$ cat config.mk
export PLATFORM = sky130hd
export DESIGN_NAME = fifo_asym_top
export DESIGN_NICKNAME = d
export VERILOG_FILES = /design/src/rtl/fifo_pkg.sv /design/src/rtl/ext_mem_if.sv /design/src/rtl/byte_ingress.sv /design/src/rtl/fifo_asym_top.sv /design/src/rtl/fifo_sync_asym.sv /design/src/rtl/mem_bank_2p.sv /design/src/rtl/ram_2p_asym.sv /design/src/rtl/word_egress.sv
export SDC_FILE = /design/constraint.sdc
export NUM_CORES = 1
export LEC_CHECK = 0
export BUFFER_PORTS_ARGS = -buffer_cell sky130_fd_sc_hd__buf_2
export CAP_MARGIN = 40
export CORE_ASPECT_RATIO = 0.6
export CORE_UTILIZATION = 45
export DETAILED_ROUTE_END_ITERATION = 10
export PLACE_DENSITY = 0.69
export REMOVE_ABC_BUFFERS = 1
export SYNTH_ARGS = -nofsm -noshare
export SYNTH_HDL_FRONTEND = slang
export SYNTH_SLANG_ARGS = --single-unit
$ cat constraint.sdc
create_clock -name clk_i -period 2.3 [get_ports clk_i]
set_input_delay 0.23 -clock clk_i [delete_from_list [all_inputs] [get_ports clk_i]]
set_output_delay 0.23 -clock clk_i [all_outputs]
set_load 0.01 [all_outputs]
$ cat src/rtl/fifo_pkg.sv
`default_nettype none

package fifo_pkg;

   // default datapath shape
   localparam int W_DATA_W_DEF = 8;
   localparam int R_DATA_W_DEF = 32;
   localparam int ADDR_W_DEF   = 6;

   // byte lanes per word and the depth of one bank
   localparam int N_LANES_DEF     = R_DATA_W_DEF / W_DATA_W_DEF;
   localparam int LANE_SEL_W_DEF  = $clog2(N_LANES_DEF);
   localparam int BANK_ADDR_W_DEF = ADDR_W_DEF - LANE_SEL_W_DEF;

   // event counters
   localparam int CNT_W = 16;

   typedef logic [CNT_W-1:0] cnt_t;

endpackage

`default_nettype wire

$ cat src/rtl/ext_mem_if.sv
`timescale 1ns/10ps
`default_nettype none

interface ext_mem_if
   import fifo_pkg::*;
   #(
   parameter int N   = N_LANES_DEF,
   parameter int A_W = ADDR_W_DEF,
   parameter int D_W = W_DATA_W_DEF
   ) ();

   // one field per lane, addresses are byte granular
   logic [N-1:0]     w_en;
   logic [N*D_W-1:0] w_data;
   logic [N*A_W-1:0] w_addr;
   logic             r_en;
   logic [N*A_W-1:0] r_addr;
   logic [N*D_W-1:0] r_data;

   modport fifo (
      output w_en, w_data, w_addr, r_en, r_addr,
      input  r_data
   );

   modport mem (
      input  w_en, w_data, w_addr, r_en, r_addr,
      output r_data
   );

endinterface

`default_nettype wire

$ cat src/rtl/byte_ingress.sv
`timescale 1ns/10ps
`default_nettype none

module byte_ingress
   import fifo_pkg::*;
   #(
   parameter int W_DATA_W = W_DATA_W_DEF
   ) (
   input  wire                 clk_i,
   input  wire                 rst_n_i,
   input  wire                 in_valid_i,
   input  wire  [W_DATA_W-1:0] in_data_i,
   input  wire                 fifo_full_i,
   output logic                fifo_w_en_o,
   output logic [W_DATA_W-1:0] fifo_w_data_o,
   output cnt_t                drop_cnt_o
   );

   logic drop;

   // no stall, a byte offered while full is lost
   assign fifo_w_en_o   = in_valid_i & ~fifo_full_i;
   assign fifo_w_data_o = in_data_i;
   assign drop          = in_valid_i & fifo_full_i;

   always_ff @(posedge clk_i) begin
      if (!rst_n_i) begin
         drop_cnt_o <= '0;
      end else if (drop && (drop_cnt_o != '1)) begin
         // saturates at all ones
         drop_cnt_o <= drop_cnt_o + cnt_t'(1);
      end
   end

endmodule

`default_nettype wire

$ cat src/rtl/fifo_asym_top.sv
`timescale 1ns/10ps
`default_nettype none

module fifo_asym_top
   import fifo_pkg::*;
   #(
   parameter int W_DATA_W = W_DATA_W_DEF,
   parameter int R_DATA_W = R_DATA_W_DEF,
   parameter int ADDR_W   = ADDR_W_DEF
   ) (
   input  wire                 clk_i,
   input  wire                 rst_n_i,
   input  wire                 in_valid_i,
   input  wire  [W_DATA_W-1:0] in_data_i,
   input  wire                 out_rd_i,
   output logic                out_valid_o,
   output logic [R_DATA_W-1:0] out_data_o,
   output logic                full_o,
   output logic                empty_o,
   output logic [ADDR_W:0]     level_o,
   output cnt_t                drop_cnt_o,
   output cnt_t                underflow_cnt_o
   );

   localparam int N       = R_DATA_W / W_DATA_W;
   localparam int BANK_AW = ADDR_W - $clog2(N);

   logic                  fifo_w_en;
   logic [W_DATA_W-1:0]   fifo_w_data;
   logic                  fifo_r_en;
   logic [R_DATA_W-1:0]   fifo_r_data;

   logic [N-1:0]          bank_w_en;
   logic [N*BANK_AW-1:0]  bank_w_addr;
   logic [N*W_DATA_W-1:0] bank_w_data;
   logic                  bank_r_en;
   logic [N*BANK_AW-1:0]  bank_r_addr;
   logic [N*W_DATA_W-1:0] bank_r_data;

   ext_mem_if #(
      .N   (N),
      .A_W (ADDR_W),
      .D_W (W_DATA_W)
   ) mem_if ();

   byte_ingress #(
      .W_DATA_W (W_DATA_W)
   ) byte_ingress_inst (
      .clk_i         (clk_i),
      .rst_n_i       (rst_n_i),
      .in_valid_i    (in_valid_i),
      .in_data_i     (in_data_i),
      .fifo_full_i   (full_o),
      .fifo_w_en_o   (fifo_w_en),
      .fifo_w_data_o (fifo_w_data),
      .drop_cnt_o    (drop_cnt_o)
   );

   fifo_sync_asym #(
      .W_DATA_W (W_DATA_W),
      .R_DATA_W (R_DATA_W),
      .ADDR_W   (ADDR_W)
   ) fifo_sync_asym_inst (
      .clk_i     (clk_i),
      .rst_n_i   (rst_n_i),
      .w_en_i    (fifo_w_en),
      .w_data_i  (fifo_w_data),
      .w_full_o  (full_o),
      .r_en_i    (fifo_r_en),
      .r_data_o  (fifo_r_data),
      .r_empty_o (empty_o),
      .level_o   (level_o),
      .mem       (mem_if.fifo)
   );

   ram_2p_asym #(
      .W_DATA_W (W_DATA_W),
      .R_DATA_W (R_DATA_W),
      .ADDR_W   (ADDR_W)
   ) ram_2p_asym_inst (
      .clk_i         (clk_i),
      .mem           (mem_if.mem),
      .bank_w_en_o   (bank_w_en),
      .bank_w_addr_o (bank_w_addr),
      .bank_w_data_o (bank_w_data),
      .bank_r_en_o   (bank_r_en),
      .bank_r_addr_o (bank_r_addr),
      .bank_r_data_i (bank_r_data)
   );

   // one byte bank per lane
   for (genvar k = 0; k < N; k++) begin : g_bank
      mem_bank_2p #(
         .DATA_W (W_DATA_W),
         .ADDR_W (BANK_AW)
      ) mem_bank_2p_inst (
         .clk_i    (clk_i),
         .w_en_i   (bank_w_en[k]),
         .w_addr_i (bank_w_addr[k*BANK_AW +: BANK_AW]),
         .w_data_i (bank_w_data[k*W_DATA_W +: W_DATA_W]),
         .r_en_i   (bank_r_en),
         .r_addr_i (bank_r_addr[k*BANK_AW +: BANK_AW]),
         .r_data_o (bank_r_data[k*W_DATA_W +: W_DATA_W])
      );
   end

   word_egress #(
      .R_DATA_W (R_DATA_W)
   ) word_egress_inst (
      .clk_i           (clk_i),
      .rst_n_i         (rst_n_i),
      .out_rd_i        (out_rd_i),
      .fifo_empty_i    (empty_o),
      .fifo_r_en_o     (fifo_r_en),
      .fifo_r_data_i   (fifo_r_data),
      .out_valid_o     (out_valid_o),
      .out_data_o      (out_data_o),
      .underflow_cnt_o (underflow_cnt_o)
   );

endmodule

`default_nettype wire

$ cat src/rtl/fifo_sync_asym.sv
`timescale 1ns/10ps
`default_nettype none

module fifo_sync_asym
   import fifo_pkg::*;
   #(
   parameter int W_DATA_W = W_DATA_W_DEF,
   parameter int R_DATA_W = R_DATA_W_DEF,
   parameter int ADDR_W   = ADDR_W_DEF
   ) (
   input  wire                 clk_i,
   input  wire                 rst_n_i,
   input  wire                 w_en_i,
   input  wire  [W_DATA_W-1:0] w_data_i,
   output logic                w_full_o,
   input  wire                 r_en_i,
   output logic [R_DATA_W-1:0] r_data_o,
   output logic                r_empty_o,
   output logic [ADDR_W:0]     level_o,
   ext_mem_if.fifo             mem
   );

   localparam int N       = R_DATA_W / W_DATA_W;
   localparam int LANE_W  = $clog2(N);
   localparam int WORD_AW = ADDR_W - LANE_W;

   // level is kept in bytes
   localparam logic [ADDR_W:0] FIFO_SIZE = (ADDR_W+1)'(1) << ADDR_W;
   localparam logic [ADDR_W:0] W_INCR    = (ADDR_W+1)'(1);
   localparam logic [ADDR_W:0] R_INCR    = (ADDR_W+1)'(N);

   logic               w_en_int;
   logic               r_en_int;
   logic [ADDR_W-1:0]  w_addr_q;
   logic [WORD_AW-1:0] r_addr_q;
   logic [ADDR_W-1:0]  r_byte_addr;
   logic [ADDR_W:0]    level_nxt;

   assign w_en_int = w_en_i & ~w_full_o;
   assign r_en_int = r_en_i & ~r_empty_o;

   // byte write pointer, word read pointer
   always_ff @(posedge clk_i) begin
      if (!rst_n_i) begin
         w_addr_q <= '0;
         r_addr_q <= '0;
      end else begin
         if (w_en_int) begin
            w_addr_q <= w_addr_q + 1'b1;
         end
         if (r_en_int) begin
            r_addr_q <= r_addr_q + 1'b1;
         end
      end
   end

   always_comb begin
      level_nxt = level_o;
      if (w_en_int) begin
         level_nxt = level_nxt + W_INCR;
      end
      if (r_en_int) begin
         level_nxt = level_nxt - R_INCR;
      end
   end

   // flags come from the next level so they line up with level_o
   always_ff @(posedge clk_i) begin
      if (!rst_n_i) begin
         level_o   <= '0;
         r_empty_o <= 1'b1;
         w_full_o  <= 1'b0;
      end else begin
         level_o   <= level_nxt;
         r_empty_o <= (level_nxt < R_INCR);
         w_full_o  <= (level_nxt > (FIFO_SIZE - W_INCR));
      end
   end

   assign r_byte_addr = ADDR_W'(r_addr_q) << LANE_W;

   // every lane sees the byte and its address, the mapper picks the bank
   assign mem.w_en   = {N{w_en_int}};
   assign mem.w_data = {N{w_data_i}};
   assign mem.w_addr = {N{w_addr_q}};
   assign mem.r_en   = r_en_int;
   assign mem.r_addr = {N{r_byte_addr}};

   assign r_data_o = mem.r_data;

endmodule

`default_nettype wire

$ cat src/rtl/mem_bank_2p.sv
`timescale 1ns/10ps
`default_nettype none

module mem_bank_2p
   import fifo_pkg::*;
   #(
   parameter int DATA_W = W_DATA_W_DEF,
   parameter int ADDR_W = BANK_ADDR_W_DEF
   ) (
   input  wire               clk_i,
   input  wire               w_en_i,
   input  wire  [ADDR_W-1:0] w_addr_i,
   input  wire  [DATA_W-1:0] w_data_i,
   input  wire               r_en_i,
   input  wire  [ADDR_W-1:0] r_addr_i,
   output logic [DATA_W-1:0] r_data_o
   );

   logic [DATA_W-1:0] mem_q [2**ADDR_W];

   always_ff @(posedge clk_i) begin
      if (w_en_i) begin
         mem_q[w_addr_i] <= w_data_i;
      end
   end

   // output holds between reads
   always_ff @(posedge clk_i) begin
      if (r_en_i) begin
         r_data_o <= mem_q[r_addr_i];
      end
   end

endmodule

`default_nettype wire

$ cat src/rtl/ram_2p_asym.sv
`timescale 1ns/10ps
`default_nettype none

module ram_2p_asym
   import fifo_pkg::*;
   #(
   parameter  int W_DATA_W = W_DATA_W_DEF,
   parameter  int R_DATA_W = R_DATA_W_DEF,
   parameter  int ADDR_W   = ADDR_W_DEF,
   localparam int N        = R_DATA_W / W_DATA_W,
   localparam int LANE_W   = $clog2(N),
   localparam int BANK_AW  = ADDR_W - LANE_W
   ) (
   input  wire                   clk_i,
   ext_mem_if.mem                mem,
   output logic [N-1:0]          bank_w_en_o,
   output logic [N*BANK_AW-1:0]  bank_w_addr_o,
   output logic [N*W_DATA_W-1:0] bank_w_data_o,
   output logic                  bank_r_en_o,
   output logic [N*BANK_AW-1:0]  bank_r_addr_o,
   input  wire  [N*W_DATA_W-1:0] bank_r_data_i
   );

   localparam logic [ADDR_W-1:0] LANE_MASK = ADDR_W'(N - 1);

   logic [R_DATA_W-1:0] rd_word;
   logic                rd_vld_q;

   for (genvar k = 0; k < N; k++) begin : g_lane
      logic [ADDR_W-1:0] w_byte_addr;
      logic [ADDR_W-1:0] r_byte_addr;
      logic [ADDR_W-1:0] w_row;
      logic [ADDR_W-1:0] r_row;

      assign w_byte_addr = mem.w_addr[k*ADDR_W +: ADDR_W];
      assign r_byte_addr = mem.r_addr[k*ADDR_W +: ADDR_W];

      // low bits select the bank, upper bits the row inside it
      assign w_row = w_byte_addr >> LANE_W;
      assign r_row = r_byte_addr >> LANE_W;

      assign bank_w_en_o[k] = mem.w_en[k] & ((w_byte_addr & LANE_MASK) == ADDR_W'(k));
      assign bank_w_addr_o[k*BANK_AW +: BANK_AW]   = w_row[BANK_AW-1:0];
      assign bank_w_data_o[k*W_DATA_W +: W_DATA_W] = mem.w_data[k*W_DATA_W +: W_DATA_W];
      assign bank_r_addr_o[k*BANK_AW +: BANK_AW]   = r_row[BANK_AW-1:0];

      // bank 0 ends up in the low byte
      assign rd_word[k*W_DATA_W +: W_DATA_W] = bank_r_data_i[k*W_DATA_W +: W_DATA_W];
   end

   // whole word read, all banks at once
   assign bank_r_en_o = mem.r_en;

   always_ff @(posedge clk_i) begin
      rd_vld_q <= mem.r_en;
   end

   // zero between reads, stale bank data stays off the port
   assign mem.r_data = rd_vld_q ? rd_word : '0;

endmodule

`default_nettype wire

$ cat src/rtl/word_egress.sv
`timescale 1ns/10ps
`default_nettype none

module word_egress
   import fifo_pkg::*;
   #(
   parameter int R_DATA_W = R_DATA_W_DEF
   ) (
   input  wire                 clk_i,
   input  wire                 rst_n_i,
   input  wire                 out_rd_i,
   input  wire                 fifo_empty_i,
   output logic                fifo_r_en_o,
   input  wire  [R_DATA_W-1:0] fifo_r_data_i,
   output logic                out_valid_o,
   output logic [R_DATA_W-1:0] out_data_o,
   output cnt_t                underflow_cnt_o
   );

   logic rd_ok;
   logic rd_miss;

   assign rd_ok   = out_rd_i & ~fifo_empty_i;
   assign rd_miss = out_rd_i & fifo_empty_i;

   assign fifo_r_en_o = rd_ok;

   // bank output is valid one cycle after the accepted read
   always_ff @(posedge clk_i) begin
      if (!rst_n_i) begin
         out_valid_o <= 1'b0;
      end else begin
         out_valid_o <= rd_ok;
      end
   end

   always_ff @(posedge clk_i) begin
      if (!rst_n_i) begin
         underflow_cnt_o <= '0;
      end else if (rd_miss && (underflow_cnt_o != '1)) begin
         underflow_cnt_o <= underflow_cnt_o + cnt_t'(1);
      end
   end

   assign out_data_o = fifo_r_data_i;

endmodule

`default_nettype wire

==> summary.md <==
| Metric | Value |
|---|---|
| Cell Pwr Density | `881 nW/um2` |
| Final setup fails | `0` |
| Mapped Cells | `1176` |
| CTS tree | `done` |
| Leakage | `8.80 nW` |
| Post-CTS setup buffer count | `0` |
| Synth Area in Adders | `0.00479` |
| Compound-Gate Fraction of Synth Area | `0.00873` |
| CP Capture Point | `g_bank[3].mem_bank_2p_inst.r_data_o[2]` |
| Cell variety after synth | `51` |
| Hold Slack | `0.0579 ns` |
| Worst Setup SP | `fifo_sync_asym_inst.r_addr_q[0]` |
| WL/cell | `24.5 um` |
| Global-route wire length before repair | `75.2 mm` |
| Largest net degree at the start of global routing | `65` |
| Number of global-route vias before repair | `11400` |
| Routability congestion estimate | `0.813` |
| Final ANT Viol Nets | `0` |
| Mux contribution to synthesized area | `0.156` |
| Maximum buffer depth of the clock tree | `3` |
| Reg-to-Reg Start | `fifo_sync_asym_inst.r_addr_q[0]` |
| Status | `finished clean` |
| Post-synth EDFFs | `544` |
| Final WL | `51.4 mm` |
| CTS H-tree lvls | `2` |
| Register area share after synthesis | `0.740` |
| R2R Path End | `g_bank[3].mem_bank_2p_inst.r_data_o[2]` |
| Max VDD drop | `0.589 mV` |
| Combinational family with the most area after synthesis | `multiplexers` |
| Flop2flop setup slack | `0.17 ns` |
| Final Cycle Share | `0.926` |
| FFs w/ async S/R, synth | `0` |
| Cell Area, Synth | `23500 um2` |
| Skew final | `0.0215 ns` |
| Headroom to the max-slew limit | `0.449` |
| Startpoint types | `flip-flop` |
| Most frequent cell after synthesis | `edfxtp_1` |
| Root Driver | `clkbuf_16` |
| Row count | `64` |
| Final HPWL from detailed placement | `32.3 mm` |
| Hold/Removal Path Class | `primary input to flip-flop` |
| Highest Clock Rate | `0.469 GHz` |
| Die ar. | `53200 um2` |
| Hold-fix buffers, CTS | `0` |
| Via density per instance | `5.58` |
| Layout Nets | `1389` |
| Global Route Usage Sum | `0.194` |
| Grt ovf | `0` |
| Pre-CTS WS | `0.171 ns` |
| Clock Sinks | `597` |
| Max Slew Vio Count | `0` |
| Final worst slack | `0.169 ns` |
| TritonCTS Buffers | `52` |
| CP max FO | `22` |
| Post-route DRC | `0` |
| Top post-synthesis cells by count | `edfxtp_1 (544), mux4_2 (154), and2_1 (72)` |
| Footprint of the multi-input gates | `5790 um2` |
| Max cap viols | `0` |
| CP required | `2.62 ns` |
| Worst reg-to-reg path cell count | `4` |
| Crit path kind | `flip-flop to flip-flop` |
| Worst EP arrival | `2.45 ns` |
| Initial Util | `0.459` |
| Layout area overhead | `15.0%` |
| Core area | `51200 um2` |
| Die Height | `179 um` |
| Register Area | `17400 um2` |
| PortBufs | `85` |
| Min Tclk post-route | `2.13 ns` |
| Chip width | `297 um` |
| Top_reg_cell synth | `edfxtp_1` |
| Pre-Repair DR Iteration Count | `7` |
| Synth Register Bits | `597` |
| Post-Synth XOR/XNOR Area | `0.0145` |
| Synth area leader | `edfxtp_1` |
| Synth top area share | `0.695` |
| Clock latency on the worst-skew pair | `0.59 ns` |
| Fillers | `4083` |
| Layout cells sized above 1 | `0.303` |
| I/O pin count | `86` |
| CP Capture Type | `flip-flop` |
| Synth top area cells | `edfxtp_1 (69%), mux4_2 (15%), dfxtp_1 (4.5%)` |
| DR vias | `11700` |
| Hold Vio Cnt, Final | `0` |
| Mapped Avg Cell Area | `20.0 um2` |
| Initial antenna violation count | `0` |
| Clk pin slew, worst setup/hold paths | `0.06 ns` |
| Slew @ Worst Pin | `0.826 ns` |
| Post-Synth Simple-Gate Area | `0.0609` |
| Initial DRC Count | `1341` |
| Yosys Warn Count | `0` |
-- timing repair --
| action | in CTS | in global routing |
|---|---|---|
| setup endpoints to repair | 0 | 3 |
| endpoints found under the hold margin | 0 | 0 |
| gates resized for setup | 0 | 5 |
-- worst max-delay path: stages (launching register included) --
cell	delay [ns]
dfxtp_4	0.43
buf_12	0.24
buf_4	0.21
mux4_2	0.52
mux4_2	0.47
-- per-layer routing --
metal / up-vias / wire length [um] / global-route usage / part of all wire
met4: 0 / 763 / 0.0376 / 0.015
li1: 5126 / - / - / -
met2: 442 / 22200 / 0.277 / 0.43
met5: - / 0 / 0 / 0
met3: 62 / 4290 / 0.0442 / 0.083
met1: 6097 / 24100 / 0.305 / 0.47
-- final cells by class --
type                       count  share of cell area
multi-input combinational    514               0.214
antenna                        1           0.0000926
clock inverter                27             0.00676
inverter                       9             0.00125
timing repair buffer         194              0.0506
clock buffer                  68              0.0511
sequential                   597               0.644
tap                          693              0.0321
-- worst min path at each step --
stage / from / to / slack (ns) / cells after the start
3_3_place_gp: word_egress_inst.underflow_cnt_o[5] / word_egress_inst.underflow_cnt_o[5] / 0.46 / 2
2_1_floorplan: rst_n_i / fifo_sync_asym_inst.r_empty_o / 0.32 / 1
6_report: in_data_i[3] / g_bank[0].mem_bank_2p_inst.mem_q[15][3] / 0.06 / 1
5_1_grt: in_data_i[3] / g_bank[0].mem_bank_2p_inst.mem_q[10][3] / 0.05 / 1
4_1_cts: in_data_i[3] / g_bank[0].mem_bank_2p_inst.mem_q[10][3] / 0.03 / 1
3_5_place_dp: word_egress_inst.underflow_cnt_o[5] / word_egress_inst.underflow_cnt_o[5] / 0.48 / 2
-- cells in the final DEF, fill, tap and decap left out, drive strengths merged, types with 2 or more instances in the layout --
cell type	count
edfxtp	544
buf	194
mux4	160
and2	72
nor2	69
clkbuf	68
dfxtp	53
nand2	43
xnor2	21
nand3	20
clkinv	20
xor2	18
nand4	14
inv	12
nor3	10
nor2b	9
ha	9
and3	7
nor3b	6
a21boi	6
a21oi	5
mux2i	5
o21ai	5
nand2b	4
nor4b	4
and3b	3
and4	3
nor4	3
a211oi	2
nand3b	2
clkinvlp	2
bufinv	2
-- through the flow --
stage | util | power (mW) | setup TNS [ns] | cells | area (um2)
floorplan | - | 14.6 | -155.87 | 1120 | 23200
global placement | 0.496 | 15.8 | 0 | 2007 | 25400
detailed placement | 0.496 | 15.9 | 0 | 2007 | 25400
CTS | 0.527 | 24.0 | 0 | 2102 | 27000
global route | 0.527 | 24.7 | -0.00919 | 2102 | 27000
finish | 0.527 | 23.8 | 0 | 2103 | 27000
-- power breakdown --
group | switching (mW) | internal [mW] | total [mW]
combinational | 1.61 | 1.64 | 3.25
clock | 3.77 | 4.46 | 8.22
sequential | 0.181 | 12.2 | 12.3
total | 5.56 | 18.2 | 23.8
-- state kept, by name, summed over array words and instances, names as in the netlist --
register and cells:
byte_ingress_inst.drop_cnt_o 16, fifo_sync_asym_inst.level_o 7, fifo_sync_asym_inst.r_addr_q 4, fifo_sync_asym_inst.r_empty_o 1, fifo_sync_asym_inst.w_addr_q 6, fifo_sync_asym_inst.w_full_o 1, g_bank.mem_bank_2p_inst.mem_q 512, g_bank.mem_bank_2p_inst.r_data_o 32
ram_2p_asym_inst.rd_vld_q 1, word_egress_inst.out_valid_o 1, word_egress_inst.underflow_cnt_o 16
-- kinds of logic (layout without fill, tap and decap cells) --
| logic type | after synthesis | in the layout |
|---|---|---|
| AOI/OAI and AO/OA | 29 | 29 |
| xor gates and xnor gates | 39 | 39 |
| adders and majority gates | 9 | 9 |
| buffers and inverters | 65 | 298 |
| DFF | 597 | 597 |
| muxes | 165 | 165 |
| other | 0 | 1 |
| and+or+nand+nor | 272 | 272 |
No activity file was read; power rests on OpenSTA's default activity.
